==> src/sys_pkg.sv <==
package sys_pkg;

    // Widths
    localparam int XLEN = 64;
    localparam int ALEN = 64;
    localparam int INTR_LEN = 32;
    localparam int PLATFORM_INTR_LEN = 16;

    // Privilege levels
    localparam logic [1:0] PRIV_U = 2'b00;
    localparam logic [1:0] PRIV_M = 2'b11;

    // SYSTEM opcode and privileged funct12 codes
    localparam logic [6:0] OPC_SYSTEM = 7'b1110011;
    localparam logic [11:0] F12_ECALL = 12'h000;
    localparam logic [11:0] F12_EBREAK = 12'h001;
    localparam logic [11:0] F12_MRET = 12'h302;

    // Zicsr funct3 codes
    localparam logic [2:0] F3_CSRRW = 3'b001;
    localparam logic [2:0] F3_CSRRS = 3'b010;
    localparam logic [2:0] F3_CSRRC = 3'b011;
    localparam logic [2:0] F3_CSRRWI = 3'b101;
    localparam logic [2:0] F3_CSRRSI = 3'b110;
    localparam logic [2:0] F3_CSRRCI = 3'b111;

    // CSR addresses
    localparam logic [11:0] CSR_MSTATUS = 12'h300;
    localparam logic [11:0] CSR_MISA = 12'h301;
    localparam logic [11:0] CSR_MIE = 12'h304;
    localparam logic [11:0] CSR_MTVEC = 12'h305;
    localparam logic [11:0] CSR_MSCRATCH = 12'h340;
    localparam logic [11:0] CSR_MEPC = 12'h341;
    localparam logic [11:0] CSR_MCAUSE = 12'h342;
    localparam logic [11:0] CSR_MTVAL = 12'h343;
    localparam logic [11:0] CSR_MIP = 12'h344;
    localparam logic [11:0] CSR_MCYCLE = 12'hB00;
    localparam logic [11:0] CSR_MINSTRET = 12'hB02;
    localparam logic [11:0] CSR_CYCLE = 12'hC00;
    localparam logic [11:0] CSR_TIME = 12'hC01;
    localparam logic [11:0] CSR_INSTRET = 12'hC02;
    localparam logic [11:0] CSR_MVENDORID = 12'hF11;
    localparam logic [11:0] CSR_MARCHID = 12'hF12;
    localparam logic [11:0] CSR_MIMPID = 12'hF13;
    localparam logic [11:0] CSR_MHARTID = 12'hF14;

    // Trap cause codes
    localparam logic [5:0] EXC_ILLEGAL_INSTR = 6'd2;
    localparam logic [5:0] EXC_BREAKPOINT = 6'd3;
    localparam logic [5:0] EXC_ECALL_U = 6'd8;
    localparam logic [5:0] EXC_ECALL_M = 6'd11;
    localparam logic [5:0] INT_MTI = 6'd7;

    // mstatus field positions
    localparam int MS_MIE = 3;
    localparam int MS_MPIE = 7;
    localparam int MS_MPP = 11;

    // Fixed values and write masks
    localparam logic [XLEN-1:0] MVENDORID = 64'h0;
    localparam logic [XLEN-1:0] MARCHID = 64'h0;
    localparam logic [XLEN-1:0] MIMPID = 64'h1;
    // RV64 with A, C, I, M and U
    localparam logic [XLEN-1:0] MISA_VALUE = {2'b10, 36'b0, 26'h0101105};
    localparam logic [XLEN-1:0] MSTATUS_RESET = 64'h1800;
    localparam logic [XLEN-1:0] MSTATUS_WMASK = 64'h1888;
    localparam logic [XLEN-1:0] MTVEC_WMASK = ~64'h3;
    localparam logic [ALEN-1:0] MEPC_WMASK = ~64'h1;
    localparam logic [INTR_LEN-1:0] MIE_WMASK = 32'hFFFF_0080;
    localparam logic [INTR_LEN-1:0] MIP_KEEP = 32'hFFFF_0000;

    typedef enum logic [2:0] {
        SYS_NONE,
        SYS_CSR,
        SYS_ECALL,
        SYS_EBREAK,
        SYS_MRET,
        SYS_ILLEGAL
    } sys_kind_e;

    typedef struct packed {
        logic valid;
        sys_kind_e kind;
        logic [2:0] funct3;
        logic [11:0] csr_addr;
        logic [4:0] rd;
        logic [4:0] rs1_uimm;
        logic does_write;
        logic does_read;
    } sys_op_t;

    typedef struct packed {
        logic do_update;
        logic [XLEN-1:0] mcause;
        logic [ALEN-1:0] mepc;
        logic [XLEN-1:0] mtval;
    } trap_upd_t;

    typedef struct packed {
        logic do_update;
        logic [XLEN-1:0] new_mstatus;
        logic [1:0] new_priv;
    } xret_upd_t;

    typedef struct packed {
        logic [1:0] priv;
        logic [XLEN-1:0] mstatus;
        logic [INTR_LEN-1:0] mie;
        logic [INTR_LEN-1:0] mip;
        logic [XLEN-1:0] mtvec;
        logic [ALEN-1:0] mepc;
    } csr_state_t;

    typedef struct packed {
        logic valid;
        logic [4:0] rd;
        logic [XLEN-1:0] data;
    } wb_t;

    typedef struct packed {
        logic valid;
        logic [ALEN-1:0] pc;
    } redirect_t;

endpackage
==> src/sys_unit.sv <==
`timescale 1ns/100ps

module sys_unit import sys_pkg::*; (
    input  logic clk,
    input  logic rst,
    input  logic instr_valid,
    input  logic [31:0] instr,
    input  logic [ALEN-1:0] pc,
    input  logic [XLEN-1:0] rs1_data,
    input  logic inst_retired,
    input  logic mtime_int,
    input  logic [PLATFORM_INTR_LEN-1:0] platform_ints,
    output wb_t wb,
    output redirect_t redirect,
    output logic [1:0] priv
);

    sys_op_t op;
    logic [XLEN-1:0] rdata;
    logic csr_exc;
    csr_state_t state;
    trap_upd_t trap;
    xret_upd_t xret;

    sys_decode i_sys_decode (
        .instr_valid (instr_valid),
        .instr       (instr),
        .op          (op)
    );

    csr_file i_csr_file (
        .clk           (clk),
        .rst           (rst),
        .op            (op),
        .rs1_data      (rs1_data),
        .inst_retired  (inst_retired),
        .mtime_int     (mtime_int),
        .platform_ints (platform_ints),
        .trap          (trap),
        .xret          (xret),
        .rdata         (rdata),
        .csr_exc       (csr_exc),
        .state         (state)
    );

    // Result stage closes the loop back into the CSR file
    trap_unit i_trap_unit (
        .op       (op),
        .pc       (pc),
        .csr_exc  (csr_exc),
        .rdata    (rdata),
        .state    (state),
        .trap     (trap),
        .xret     (xret),
        .wb       (wb),
        .redirect (redirect)
    );

    assign priv = state.priv;

endmodule

==> src/trap_unit.sv <==
`timescale 1ns/100ps

module trap_unit import sys_pkg::*; (
    input  sys_op_t op,
    input  logic [ALEN-1:0] pc,
    input  logic csr_exc,
    input  logic [XLEN-1:0] rdata,
    input  csr_state_t state,
    output trap_upd_t trap,
    output xret_upd_t xret,
    output wb_t wb,
    output redirect_t redirect
);

    logic [INTR_LEN-1:0] irq_bits;
    logic take_irq;
    logic take_exc;
    logic [5:0] exc_code;
    logic [XLEN-1:0] mret_mstatus;

    // Platform lines first, lowest number wins, timer last
    function automatic logic [5:0] irq_code(input logic [INTR_LEN-1:0] pending);
        logic [5:0] code;
        logic found;
        code = INT_MTI;
        found = 1'b0;
        for (int i = 0; i < PLATFORM_INTR_LEN; i++) begin
            if (!found && pending[16 + i]) begin
                code = 6'(16 + i);
                found = 1'b1;
            end
        end
        return code;
    endfunction

    assign irq_bits = state.mip & state.mie;
    assign take_irq = op.valid && state.mstatus[MS_MIE] && (irq_bits != '0);

    always_comb begin
        take_exc = op.valid;
        exc_code = EXC_ILLEGAL_INSTR;
        if (op.kind == SYS_ILLEGAL || (op.kind == SYS_CSR && csr_exc)) begin
            exc_code = EXC_ILLEGAL_INSTR;
        end else if (op.kind == SYS_ECALL) begin
            exc_code = (state.priv == PRIV_M) ? EXC_ECALL_M : EXC_ECALL_U;
        end else if (op.kind == SYS_EBREAK) begin
            exc_code = EXC_BREAKPOINT;
        end else begin
            take_exc = 1'b0;
        end
    end

    // MIE from MPIE, MPIE set, MPP back to U
    always_comb begin
        mret_mstatus = state.mstatus;
        mret_mstatus[MS_MIE] = state.mstatus[MS_MPIE];
        mret_mstatus[MS_MPIE] = 1'b1;
        mret_mstatus[MS_MPP +: 2] = PRIV_U;
    end

    always_comb begin
        trap = '0;
        wb = '0;
        redirect = '0;
        xret.do_update = 1'b0;
        xret.new_mstatus = mret_mstatus;
        xret.new_priv = state.mstatus[MS_MPP +: 2];
        trap.mepc = pc;

        if (take_irq) begin
            trap.do_update = 1'b1;
            trap.mcause = {1'b1, {(XLEN-7){1'b0}}, irq_code(irq_bits)};
        end else if (take_exc) begin
            trap.do_update = 1'b1;
            trap.mcause = {1'b0, {(XLEN-7){1'b0}}, exc_code};
            if (op.kind == SYS_EBREAK) begin
                trap.mtval = XLEN'(pc);
            end
        end else if (op.valid && op.kind == SYS_MRET) begin
            xret.do_update = 1'b1;
            redirect.valid = 1'b1;
            redirect.pc = state.mepc;
        end else if (op.valid && op.kind == SYS_CSR) begin
            wb.valid = op.does_read && (op.rd != 5'd0);
            wb.rd = op.rd;
            wb.data = rdata;
        end

        if (trap.do_update) begin
            redirect.valid = 1'b1;
            redirect.pc = {state.mtvec[ALEN-1:2], 2'b00};
        end
    end

    always_comb begin
        a_wb_xor_redirect: assert final (!(wb.valid && redirect.valid));
    end

endmodule

==> src/csr_file.sv <==
`timescale 1ns/100ps

module csr_file import sys_pkg::*; (
    input  logic clk,
    input  logic rst,
    input  sys_op_t op,
    input  logic [XLEN-1:0] rs1_data,
    input  logic inst_retired,
    input  logic mtime_int,
    input  logic [PLATFORM_INTR_LEN-1:0] platform_ints,
    input  trap_upd_t trap,
    input  xret_upd_t xret,
    output logic [XLEN-1:0] rdata,
    output logic csr_exc,
    output csr_state_t state
);

    logic [1:0] priv;
    logic [XLEN-1:0] mstatus;
    logic [INTR_LEN-1:0] mie;
    logic [XLEN-1:0] mtvec;
    logic [XLEN-1:0] mscratch;
    logic [ALEN-1:0] mepc;
    logic [XLEN-1:0] mcause;
    logic [XLEN-1:0] mtval;
    logic [INTR_LEN-1:0] mip;
    logic [XLEN-1:0] mcycle;
    logic [XLEN-1:0] minstret;

    logic mtime_buf;
    logic [PLATFORM_INTR_LEN-1:0] platform_buf;
    logic [INTR_LEN-1:0] mip_or;

    logic bad_addr;
    logic [XLEN-1:0] wsrc;
    logic [XLEN-1:0] wdata;
    logic [XLEN-1:0] mstatus_wr;
    logic csr_we;

    // Timer bit comes only from the buffered line while platform bits stay sticky
    assign mip_or = {platform_buf, 8'b0, mtime_buf, 7'b0};

    // Read mux
    always_comb begin
        bad_addr = 1'b0;
        case (op.csr_addr)
            CSR_MSTATUS: rdata = mstatus;
            CSR_MISA: rdata = MISA_VALUE;
            CSR_MIE: rdata = XLEN'(mie);
            CSR_MTVEC: rdata = mtvec;
            CSR_MSCRATCH: rdata = mscratch;
            CSR_MEPC: rdata = XLEN'(mepc);
            CSR_MCAUSE: rdata = mcause;
            CSR_MTVAL: rdata = mtval;
            CSR_MIP: rdata = XLEN'(mip);
            CSR_MCYCLE, CSR_CYCLE, CSR_TIME: rdata = mcycle;
            CSR_MINSTRET, CSR_INSTRET: rdata = minstret;
            CSR_MVENDORID: rdata = MVENDORID;
            CSR_MARCHID: rdata = MARCHID;
            CSR_MIMPID: rdata = MIMPID;
            CSR_MHARTID: rdata = '0;
            default: begin
                rdata = '0;
                bad_addr = 1'b1;
            end
        endcase
    end

    // Unknown address, write to read-only space, or not enough privilege
    assign csr_exc = op.valid && (op.kind == SYS_CSR)
                     && (bad_addr
                         || (op.does_write && op.csr_addr[11:10] == 2'b11)
                         || (op.csr_addr[9:8] > priv)
                         || (priv == PRIV_U));

    assign wsrc = op.funct3[2] ? XLEN'(op.rs1_uimm) : rs1_data;

    always_comb begin
        case (op.funct3)
            F3_CSRRW, F3_CSRRWI: wdata = wsrc;
            F3_CSRRS, F3_CSRRSI: wdata = rdata | wsrc;
            F3_CSRRC, F3_CSRRCI: wdata = rdata & ~wsrc;
            default: wdata = rdata;
        endcase
        mstatus_wr = wdata & MSTATUS_WMASK;
        // MPP only holds U or M
        mstatus_wr[MS_MPP +: 2] = {2{|wdata[MS_MPP +: 2]}};
    end

    assign csr_we = op.valid && (op.kind == SYS_CSR) && op.does_write
                    && !csr_exc && !trap.do_update;

    always_ff @(posedge clk) begin
        if (rst) begin
            priv <= PRIV_M;
            mstatus <= MSTATUS_RESET;
            mie <= '0;
            mtvec <= '0;
            mscratch <= '0;
            mepc <= '0;
            mcause <= '0;
            mtval <= '0;
            mip <= '0;
            mcycle <= '0;
            minstret <= '0;
            mtime_buf <= 1'b0;
            platform_buf <= '0;
        end else begin
            mtime_buf <= mtime_int;
            platform_buf <= platform_ints;
            mcycle <= mcycle + 1'b1;
            if (inst_retired) begin
                minstret <= minstret + 1'b1;
            end
            mip <= (mip & MIP_KEEP) | mip_or;

            if (csr_we) begin
                case (op.csr_addr)
                    CSR_MSTATUS: mstatus <= mstatus_wr;
                    CSR_MIE: mie <= wdata[INTR_LEN-1:0] & MIE_WMASK;
                    CSR_MTVEC: mtvec <= wdata & MTVEC_WMASK;
                    CSR_MSCRATCH: mscratch <= wdata;
                    CSR_MEPC: mepc <= wdata[ALEN-1:0] & MEPC_WMASK;
                    CSR_MCAUSE: mcause <= wdata;
                    CSR_MTVAL: mtval <= wdata;
                    // Pending lines are merged so a write cannot drop them
                    CSR_MIP: mip <= (wdata[INTR_LEN-1:0] & MIP_KEEP) | mip_or;
                    CSR_MCYCLE: mcycle <= wdata;
                    CSR_MINSTRET: minstret <= wdata;
                    default: ;
                endcase
            end

            if (xret.do_update) begin
                mstatus <= xret.new_mstatus;
                priv <= xret.new_priv;
            end

            if (trap.do_update) begin
                mcause <= trap.mcause;
                mtval <= trap.mtval;
                if (!xret.do_update) begin
                    mepc <= trap.mepc;
                end
                // Trap always enters M mode
                mstatus[MS_MPP +: 2] <= priv;
                mstatus[MS_MPIE] <= mstatus[MS_MIE];
                mstatus[MS_MIE] <= 1'b0;
                priv <= PRIV_M;
            end
        end
    end

    assign state.priv = priv;
    assign state.mstatus = mstatus;
    assign state.mie = mie;
    assign state.mip = mip;
    assign state.mtvec = mtvec;
    assign state.mepc = mepc;

    // Only an interrupt may replace a legal CSR write
    a_trap_no_write: assert property (@(posedge clk) disable iff (rst)
        (trap.do_update && !trap.mcause[XLEN-1])
        |-> !(op.valid && op.kind == SYS_CSR && op.does_write && !csr_exc));

    a_trap_no_xret: assert property (@(posedge clk) disable iff (rst)
        !(trap.do_update && xret.do_update));

endmodule

==> src/sys_decode.sv <==
`timescale 1ns/100ps

module sys_decode import sys_pkg::*; (
    input  logic instr_valid,
    input  logic [31:0] instr,
    output sys_op_t op
);

    logic [6:0] opcode;
    logic [2:0] funct3;
    logic [4:0] rd;
    logic [4:0] rs1;
    logic [11:0] funct12;
    logic is_write_form;

    // I-type fields, funct12 and CSR address share bits 31..20
    assign opcode = instr[6:0];
    assign rd = instr[11:7];
    assign funct3 = instr[14:12];
    assign rs1 = instr[19:15];
    assign funct12 = instr[31:20];

    assign is_write_form = (funct3 == F3_CSRRW) || (funct3 == F3_CSRRWI);

    always_comb begin
        op = '0;
        op.kind = SYS_NONE;
        if (instr_valid) begin
            op.valid = 1'b1;
            op.funct3 = funct3;
            op.csr_addr = funct12;
            op.rd = rd;
            op.rs1_uimm = rs1;
            if (opcode != OPC_SYSTEM) begin
                op.kind = SYS_ILLEGAL;
            end else if (funct3 == 3'b000) begin
                // Privileged forms need rd and rs1 both zero
                if (rd != 5'd0 || rs1 != 5'd0) begin
                    op.kind = SYS_ILLEGAL;
                end else begin
                    case (funct12)
                        F12_ECALL: op.kind = SYS_ECALL;
                        F12_EBREAK: op.kind = SYS_EBREAK;
                        F12_MRET: op.kind = SYS_MRET;
                        default: op.kind = SYS_ILLEGAL;
                    endcase
                end
            end else if (funct3 == 3'b100) begin
                op.kind = SYS_ILLEGAL;
            end else begin
                op.kind = SYS_CSR;
                // Set/clear with a zero source never writes
                op.does_write = is_write_form || (rs1 != 5'd0);
                // Plain write to x0 skips the read
                op.does_read = !is_write_form || (rd != 5'd0);
            end
        end
    end

    // A valid slot always decodes to something, an idle slot to nothing
    always_comb begin
        a_valid_follows: assert final (op.valid == instr_valid
                                       && ((op.kind == SYS_NONE) == !instr_valid));
    end

endmodule

==> config.mk <==
export PLATFORM = sky130hd
export DESIGN_NAME = sys_unit
export DESIGN_NICKNAME = d
export VERILOG_FILES = /design/src/sys_pkg.sv /design/src/sys_unit.sv /design/src/trap_unit.sv /design/src/csr_file.sv /design/src/sys_decode.sv
export SDC_FILE = /design/constraint.sdc
export NUM_CORES = 2
export LEC_CHECK = 0
export BUFFER_PORTS_ARGS = -buffer_cell sky130_fd_sc_hd__buf_2
export CAP_MARGIN = 20
export CORE_MARGIN = 2
export CORE_UTILIZATION = 31
export CTS_CLUSTER_DIAMETER = 60
export DETAILED_ROUTE_END_ITERATION = 6
export PLACE_DENSITY = 0.55
export SLEW_MARGIN = 20
export SYNTH_ARGS = -nofsm -noshare
export SYNTH_HDL_FRONTEND = slang
export SYNTH_SLANG_ARGS = --single-unit
==> constraint.sdc <==
create_clock -name clk -period 4.6 [get_ports clk]
set_clock_uncertainty 0.1 [all_clocks]
set_input_delay 0.23 -clock clk [delete_from_list [all_inputs] [get_ports clk]]
set_output_delay 0.23 -clock clk [all_outputs]
set_load 0.05 [all_outputs]
# Word-level counts from Yosys, hierarchy flattened
# Index checks and enable logic that the tools add are counted.
[classes]
n_eq_ne = 37
reduce_logical = 81
muxes = 104
n_lt_le_gt_ge = 1
bitwise_logic = 6
n_addsub = 2
[op_table]
columns = ["op", "count"]
rows = [
  ["2-to-1 mux 64 bit", 19],
  ["case mux 64 bit (12 select lines)", 1],
  ["2-to-1 mux 65 bit", 6],
  ["2-to-1 mux 70 bit", 4],
  ["case mux 64 bit (3 select lines)", 1],
  ["adder 64 x 1 -> 64 bit (second input constant)", 2],
  ["equality test 12 x 10 -> 1 bit (second input constant)", 10],
  ["equality test 12 bit (second input constant)", 9],
  ["2-to-1 mux 5 bit", 16],
  ["bitwise AND 64 bit", 1],
  ["2-to-1 mux 32 bit", 2],
  ["NOT 64 bit", 1],
  ["OR 32 bit", 2],
  ["OR 64 bit", 1],
  ["2-to-1 mux 1 bit", 39],
  ["2-to-1 mux 13 bit", 3],
  ["bitwise AND 32 bit", 1],
  ["nonzero test 32 bit", 1],
  ["2-to-1 mux 31 bit", 1],
  ["logical AND 1 bit", 26],
  ["equality test 3 bit (second input constant)", 7],
  ["logical NOT 1 bit", 18],
  ["OR reduction 18 bit", 1],
  ["nonzero test 5 bit", 3],
  ["other kinds (19)", 56],
]
[totals]
word_cells = 245
out_inout_bits = 137
in_bits = 181
regBits = 518

# Logic depth before layout (Yosys ltp)
[logic_depth]
depth_word = 76
ltp_mapped = 16
mapped_depth_nobuf = 10

# Cells and area by module
# From an unflattened synthesis, not the netlist that was laid out.
[unflattened]
cells_unflattened = 4330
area_unflattened_um2 = 33935.0
[by_module_without_submodules]
columns = ["module", "area_per_inst_um2", "cells_per_inst", "seq_area_each_um2", "n_inst"]
rows = [
  ["csr_file", 29434.5, 3648, 11270.8, 1],
  ["trap_unit", 4127.7, 627, 0.0, 1],
  ["sys_decode", 372.9, 55, 0.0, 1],
]

# Least setup slack after synthesis
# No wires, ideal clock.
[synth_path]
path_type = "input to output"
start = "input instr_valid"
end = "output redirect[2] (netlist bit)"
cell_stages = 14
slack_ps = 603
n_path_buf = 5
arrival_time_ps = 3667
path_cell_list = "clkbuf_1 -> buf_2 -> clkbuf_1 -> and2_1 -> ha_1 -> nor2b_1 -> a2bb2oi_1 -> nor2_1 -> and4_1 -> a21bo_4 -> nand2_2 -> buf_2 -> clkbuf_1 -> o21ai_0"
[synth_rtl]
columns = ["element", "line_no", "source"]
rows = [
  ["start: declaration", "sys_unit.sv:6", "input logic instr_valid,"],
  ["end: declaration", "sys_unit.sv:14", "output redirect_t redirect,"],
]

==> flow_results.xml <==
<?xml version="1.0" encoding="UTF-8"?>
<metrics>
  <group name="routing">
    <metric name="detail_route_antenna_nets" unit="">0</metric>
    <metric name="drc" unit="">0</metric>
    <metric name="routed_via_count_divided_by_cell_count" unit="">5.86</metric>
    <metric name="postRouteWirelength" unit="mm">132</metric>
    <metric name="wl_per_cell" unit="um">25.6</metric>
    <metric name="initialDrtViolationCount" unit="">3794</metric>
    <metric name="dr_total_vias" unit="">30187</metric>
    <metric name="first_pass_detailed_route_iteration_total" unit="">6</metric>
  </group>
  <group name="yosys">
    <metric name="yosys_warnings" unit="">0</metric>
    <metric name="synth_area" unit="sq um">27600</metric>
    <metric name="ys_seq_elements" unit="">503</metric>
    <metric name="dominantRegCellSynth" unit="">sky130_fd_sc_hd__dfxtp_1</metric>
    <metric name="synthesis.nets" unit="">3833</metric>
    <metric name="syn_area_per_cell" unit="sq um">7.56</metric>
    <metric name="synth-edff-count" unit="">0</metric>
    <metric name="synth-seq-area-share" unit="%">36.5</metric>
    <metric name="postSynthCellCount" unit="">3648</metric>
    <metric name="async_reset_ff_share" unit="%">0</metric>
    <metric name="post_synth_num_cell_types" unit="">89</metric>
  </group>
  <group name="global_route">
    <metric name="initial_antenna_violation_count" unit="">1</metric>
    <metric name="grt_pass1_wl" unit="mm">191</metric>
    <metric name="grt_start_max_net_pins" unit="">170</metric>
    <metric name="grtUsageTotal" unit="%">27.8</metric>
    <metric name="globalRouteOverflowTotal" unit="">0</metric>
    <metric name="vias_in_the_first_global_route" unit="">28141</metric>
  </group>
  <group name="pwr">
    <metric name="static-leakage-power" unit="nW">12.3</metric>
    <metric name="power_density" unit="nW/um^2">301</metric>
    <metric name="power.internal" unit="W">0.00760</metric>
    <metric name="power_switching" unit="W">0.00275</metric>
    <metric name="p_sw_share" unit="%">26.5</metric>
    <metric name="seqPwrFrac" unit="%">43.8</metric>
    <metric name="fraction_of_power_consumed_by_combinational_cells" unit="%">8.8</metric>
    <metric name="vdd_ir_drop_max" unit="V">0.000315</metric>
    <metric name="power_after_layout" unit="W">0.0103</metric>
    <metric name="power.share.clock" unit="%">47.4</metric>
  </group>
  <group name="cts">
    <metric name="cts_buffer_depth" unit="">3</metric>
    <metric name="cts-htree-levels" unit="">2</metric>
    <metric name="clock_tree.root_cell" unit="">sky130_fd_sc_hd__clkbuf_16</metric>
    <metric name="post-cts-setup-buffer-count" unit="">0</metric>
    <metric name="numClockSinks" unit="">503</metric>
    <metric name="insertion_delay" unit="ns">0.66</metric>
    <metric name="cts.reportedPaths.clkPinSlew" unit="ns">0.06</metric>
    <metric name="cts_tree" unit="">done</metric>
    <metric name="cts_made_buffers" unit="">57</metric>
  </group>
  <group name="layout">
    <metric name="areaGrowthSynthToFinish" unit="%">24.8</metric>
    <metric name="layout.core_utilization" unit="%">39.0</metric>
    <metric name="post_route_cells_drive_above_1_share" unit="%">16.3</metric>
    <metric name="nNetsFinal" unit="">4128</metric>
    <metric name="insertedDiodeCount" unit="">0</metric>
  </group>
  <group name="min_path">
    <metric name="hold_class" unit="">input port to register</metric>
  </group>
  <group name="timing">
    <metric name="setup_viol_count_final" unit="">0</metric>
    <metric name="rsz0062_at_grt" unit="">false</metric>
    <metric name="fin_crit" unit="ns">4.58</metric>
    <metric name="min_period_over_period" unit="%">99.5</metric>
    <metric name="setup-tns-final" unit="ns">0</metric>
    <metric name="maxSlewHeadroom" unit="%">18.3</metric>
    <metric name="worstMarginPinSlew" unit="ns">1.20</metric>
    <metric name="clock.fmax" unit="MHz">219</metric>
    <metric name="number_of_endpoints_with_negative_hold_slack_in_the_final_report" unit="">0</metric>
    <metric name="report.final.slew_viol_count" unit="">0</metric>
  </group>
  <group name="setup_path">
    <metric name="crit_path_max_fanout" unit="">43</metric>
    <metric name="slowest_delay" unit="ns">0.49</metric>
    <metric name="timing.critical_path.from_type" unit="">register</metric>
    <metric name="critical_path.endpoint_type" unit="">output pin</metric>
    <metric name="timing.critical_path.slowest_stage_cell" unit="">sky130_fd_sc_hd__a222oi_1</metric>
    <metric name="most_frequent_cell_on_the_critical_path" unit="">sky130_fd_sc_hd__buf_4</metric>
    <metric name="critPathTopFamily" unit="">compound AO/OA/AOI/OAI gates</metric>
    <metric name="critical_path_class" unit="">register to output pin</metric>
    <metric name="data_arrival_time_of_the_critical_path" unit="ns">4.25</metric>
    <metric name="required" unit="ns">4.27</metric>
    <metric name="crit_buf_inv" unit="">3</metric>
    <metric name="worstPathCellList" unit="">a222oi_1 -&gt; nand4_1 -&gt; o311ai_4 -&gt; buf_4 -&gt; and2_4 -&gt; nand2_4 -&gt; buf_4 -&gt; o21ai_0 -&gt; buf_2</metric>
  </group>
  <group name="job">
    <metric name="maxCapViolCount" unit="">0</metric>
  </group>
  <group name="floorplan">
    <metric name="die-width" unit="um">302</metric>
    <metric name="floorplan.die.height" unit="um">302</metric>
    <metric name="die_area" unit="sq um">91400</metric>
    <metric name="ioPinCount" unit="">318</metric>
    <metric name="design.core.area" unit="sq um">88200</metric>
    <metric name="core.rowCount" unit="">109</metric>
    <metric name="initial_core_util" unit="%">31.3</metric>
  </group>
  <group name="place">
    <metric name="hpwlAfterDp" unit="mm">89.4</metric>
    <metric name="port_buffers" unit="">317</metric>
    <metric name="gpl.final_weighted_congestion" unit="">0.960</metric>
  </group>
  <group name="outcome">
    <metric name="outcome" unit="">finished, final reports clean</metric>
  </group>
</metrics>
[power by group through the flow]
stage / clock network [W] / registers, W / logic, W
global placement: 0 / 0.00462 / 0.000821
floorplan: 0 / 0.00459 / 0.000469
finish: 0.00490 / 0.00453 / 0.000910
CTS: 0.00494 / 0.00453 / 0.000887
detailed placement: 0 / 0.00462 / 0.000827
global route: 0.00511 / 0.00454 / 0.000960
[layout by cell type (no fill, tap or decap), types with 10 or more instances in the layout]
master	netlist	layout
sky130_fd_sc_hd__a211oi_1	167	166
sky130_fd_sc_hd__a21o_1	26	26
sky130_fd_sc_hd__a21oi_1	198	198
sky130_fd_sc_hd__a221oi_1	98	98
sky130_fd_sc_hd__a222oi_1	16	16
sky130_fd_sc_hd__a22o_1	32	32
sky130_fd_sc_hd__a22oi_1	164	164
sky130_fd_sc_hd__a31oi_1	55	55
sky130_fd_sc_hd__and2_1	16	13
sky130_fd_sc_hd__and3_1	59	57
sky130_fd_sc_hd__and4_1	17	15
sky130_fd_sc_hd__buf_12	0	60
sky130_fd_sc_hd__buf_2	73	279
sky130_fd_sc_hd__buf_4	3	125
sky130_fd_sc_hd__clkbuf_16	0	57
sky130_fd_sc_hd__clkinv_2	0	18
sky130_fd_sc_hd__dfxtp_1	503	503
sky130_fd_sc_hd__dlygate4sd3_1	0	84
sky130_fd_sc_hd__inv_1	32	32
sky130_fd_sc_hd__mux2i_1	46	46
sky130_fd_sc_hd__nand2_1	646	645
sky130_fd_sc_hd__nand2b_1	47	47
sky130_fd_sc_hd__nand3_1	76	73
sky130_fd_sc_hd__nand4_1	47	47
sky130_fd_sc_hd__nor2_1	422	420
sky130_fd_sc_hd__nor2b_1	50	49
sky130_fd_sc_hd__nor3_1	150	150
sky130_fd_sc_hd__nor4_1	16	10
sky130_fd_sc_hd__o21a_1	24	24
sky130_fd_sc_hd__o21ai_0	124	119
sky130_fd_sc_hd__or4_1	11	10
sky130_fd_sc_hd__xnor2_1	83	83
sky130_fd_sc_hd__xor2_1	63	63
[worst paths after layout]
path                                start                      end  slack (ns)  depth (start not counted)
setup / recovery       i_csr_file.mip[21]             redirect[58]        0.02                          9
hold / removal               rs1_data[33]  i_csr_file.mscratch[33]        0.04                          5
setup reg to reg       i_csr_file.priv[1]     i_csr_file.mtval[12]        0.61                         10
hold reg to reg   i_csr_file.mscratch[18]  i_csr_file.mscratch[18]        0.35                          2
[registers in the layout (all words and copies together) (netlist names)]
register / count
i_csr_file.mepc: 64
i_csr_file.mtvec: 62
i_csr_file.platform_buf: 16
i_csr_file.mtime_buf: 1
i_csr_file.mip: 17
i_csr_file.mcycle: 64
i_csr_file.priv: 2
i_csr_file.mstatus: 4
i_csr_file.mscratch: 64
i_csr_file.mie: 17
i_csr_file.minstret: 64
i_csr_file.mtval: 64
i_csr_file.mcause: 64
[worst min-delay path, delay by kind of cell]
family	cells	cell delay [ns]
compound gates	2	0.21
buf+inv	1	0.10
simple gates	2	0.19
[synthesized netlist by cell type (all sizes together) (46+ instances only)]
| master | count | share of area [%] |
|---|---|---|
| nand2 | 647 | 8.8 |
| dfxtp | 503 | 37 |
| nor2 | 423 | 5.8 |
| clkbuf | 229 | 3.1 |
| a21oi | 199 | 3.6 |
| a211oi | 177 | 5.0 |
| a22oi | 167 | 4.6 |
| nor3 | 152 | 2.8 |
| o21ai | 125 | 2.3 |
| a221oi | 98 | 3.1 |
| buf | 86 | 1.5 |
| xnor2 | 83 | 2.6 |
| nand3 | 76 | 1.4 |
| xor2 | 63 | 2.0 |
| and3 | 59 | 1.3 |
| a31oi | 56 | 1.3 |
| nor2b | 50 | 1.1 |
| nand2b | 47 | 1.1 |
| nand4 | 47 | 1.1 |
| mux2i | 46 | 1.7 |
[cell type report]
class                      instances  area, sq um
fill                            9240        53800
multi-input combinational       2798        16300
sequential                       503        10100
timing repair buffer             550         4420
clock buffer                      70         1570
tap                             1165         1460
clock inverter                    36          430
inverter                          33          124
[through the flow]
step	hold WS, ns	instance area [sq um]	cells	setup slack [ns]
after global placement	0.338	31500	4963	0.0816
after CTS	0.00967	34400	5154	0.0129
after global routing	0.0716	34400	5155	0.0247
final	0.0361	34400	5155	0.0240
after floorplan	0.258	27600	3648	0.603
after detailed placement	0.343	31500	4963	0.272
[what timing repair did]
item / 4_1_cts / 5_1_grt
pin swaps: 1 / 0
gates cloned: 1 / 0
endpoints found under the setup margin: 86 / 99
endpoints found under the hold margin: 151 / 0
hold buffers: 84 / 0
gates resized for setup: 8 / 4
[cells by family (layout without fill, tap and decap cells)]
family / Yosys count / in the layout / share of synthesized area, %
mux: 50 / 50 / 1.83
compound gates: 994 / 994 / 25.5
simple gates: 1603 / 1604 / 26.2
fa+ha+maj: 4 / 4 / 0.181
buf+inv: 348 / 689 / 5.11
flops: 503 / 503 / 36.5
xor+xnor: 146 / 146 / 4.64
[metal layers]
metal / up-vias / global-route usage, % / wire length (um)
li1: 13709 / - / -
met1: 14517 / 38.2 / 55600
met2: 1690 / 42.6 / 57500
met3: 271 / 5.01 / 13000
met4: 0 / 11.8 / 6070
met5: - / 0 / 0
Note: power is estimated with default switching activity, not from simulation.
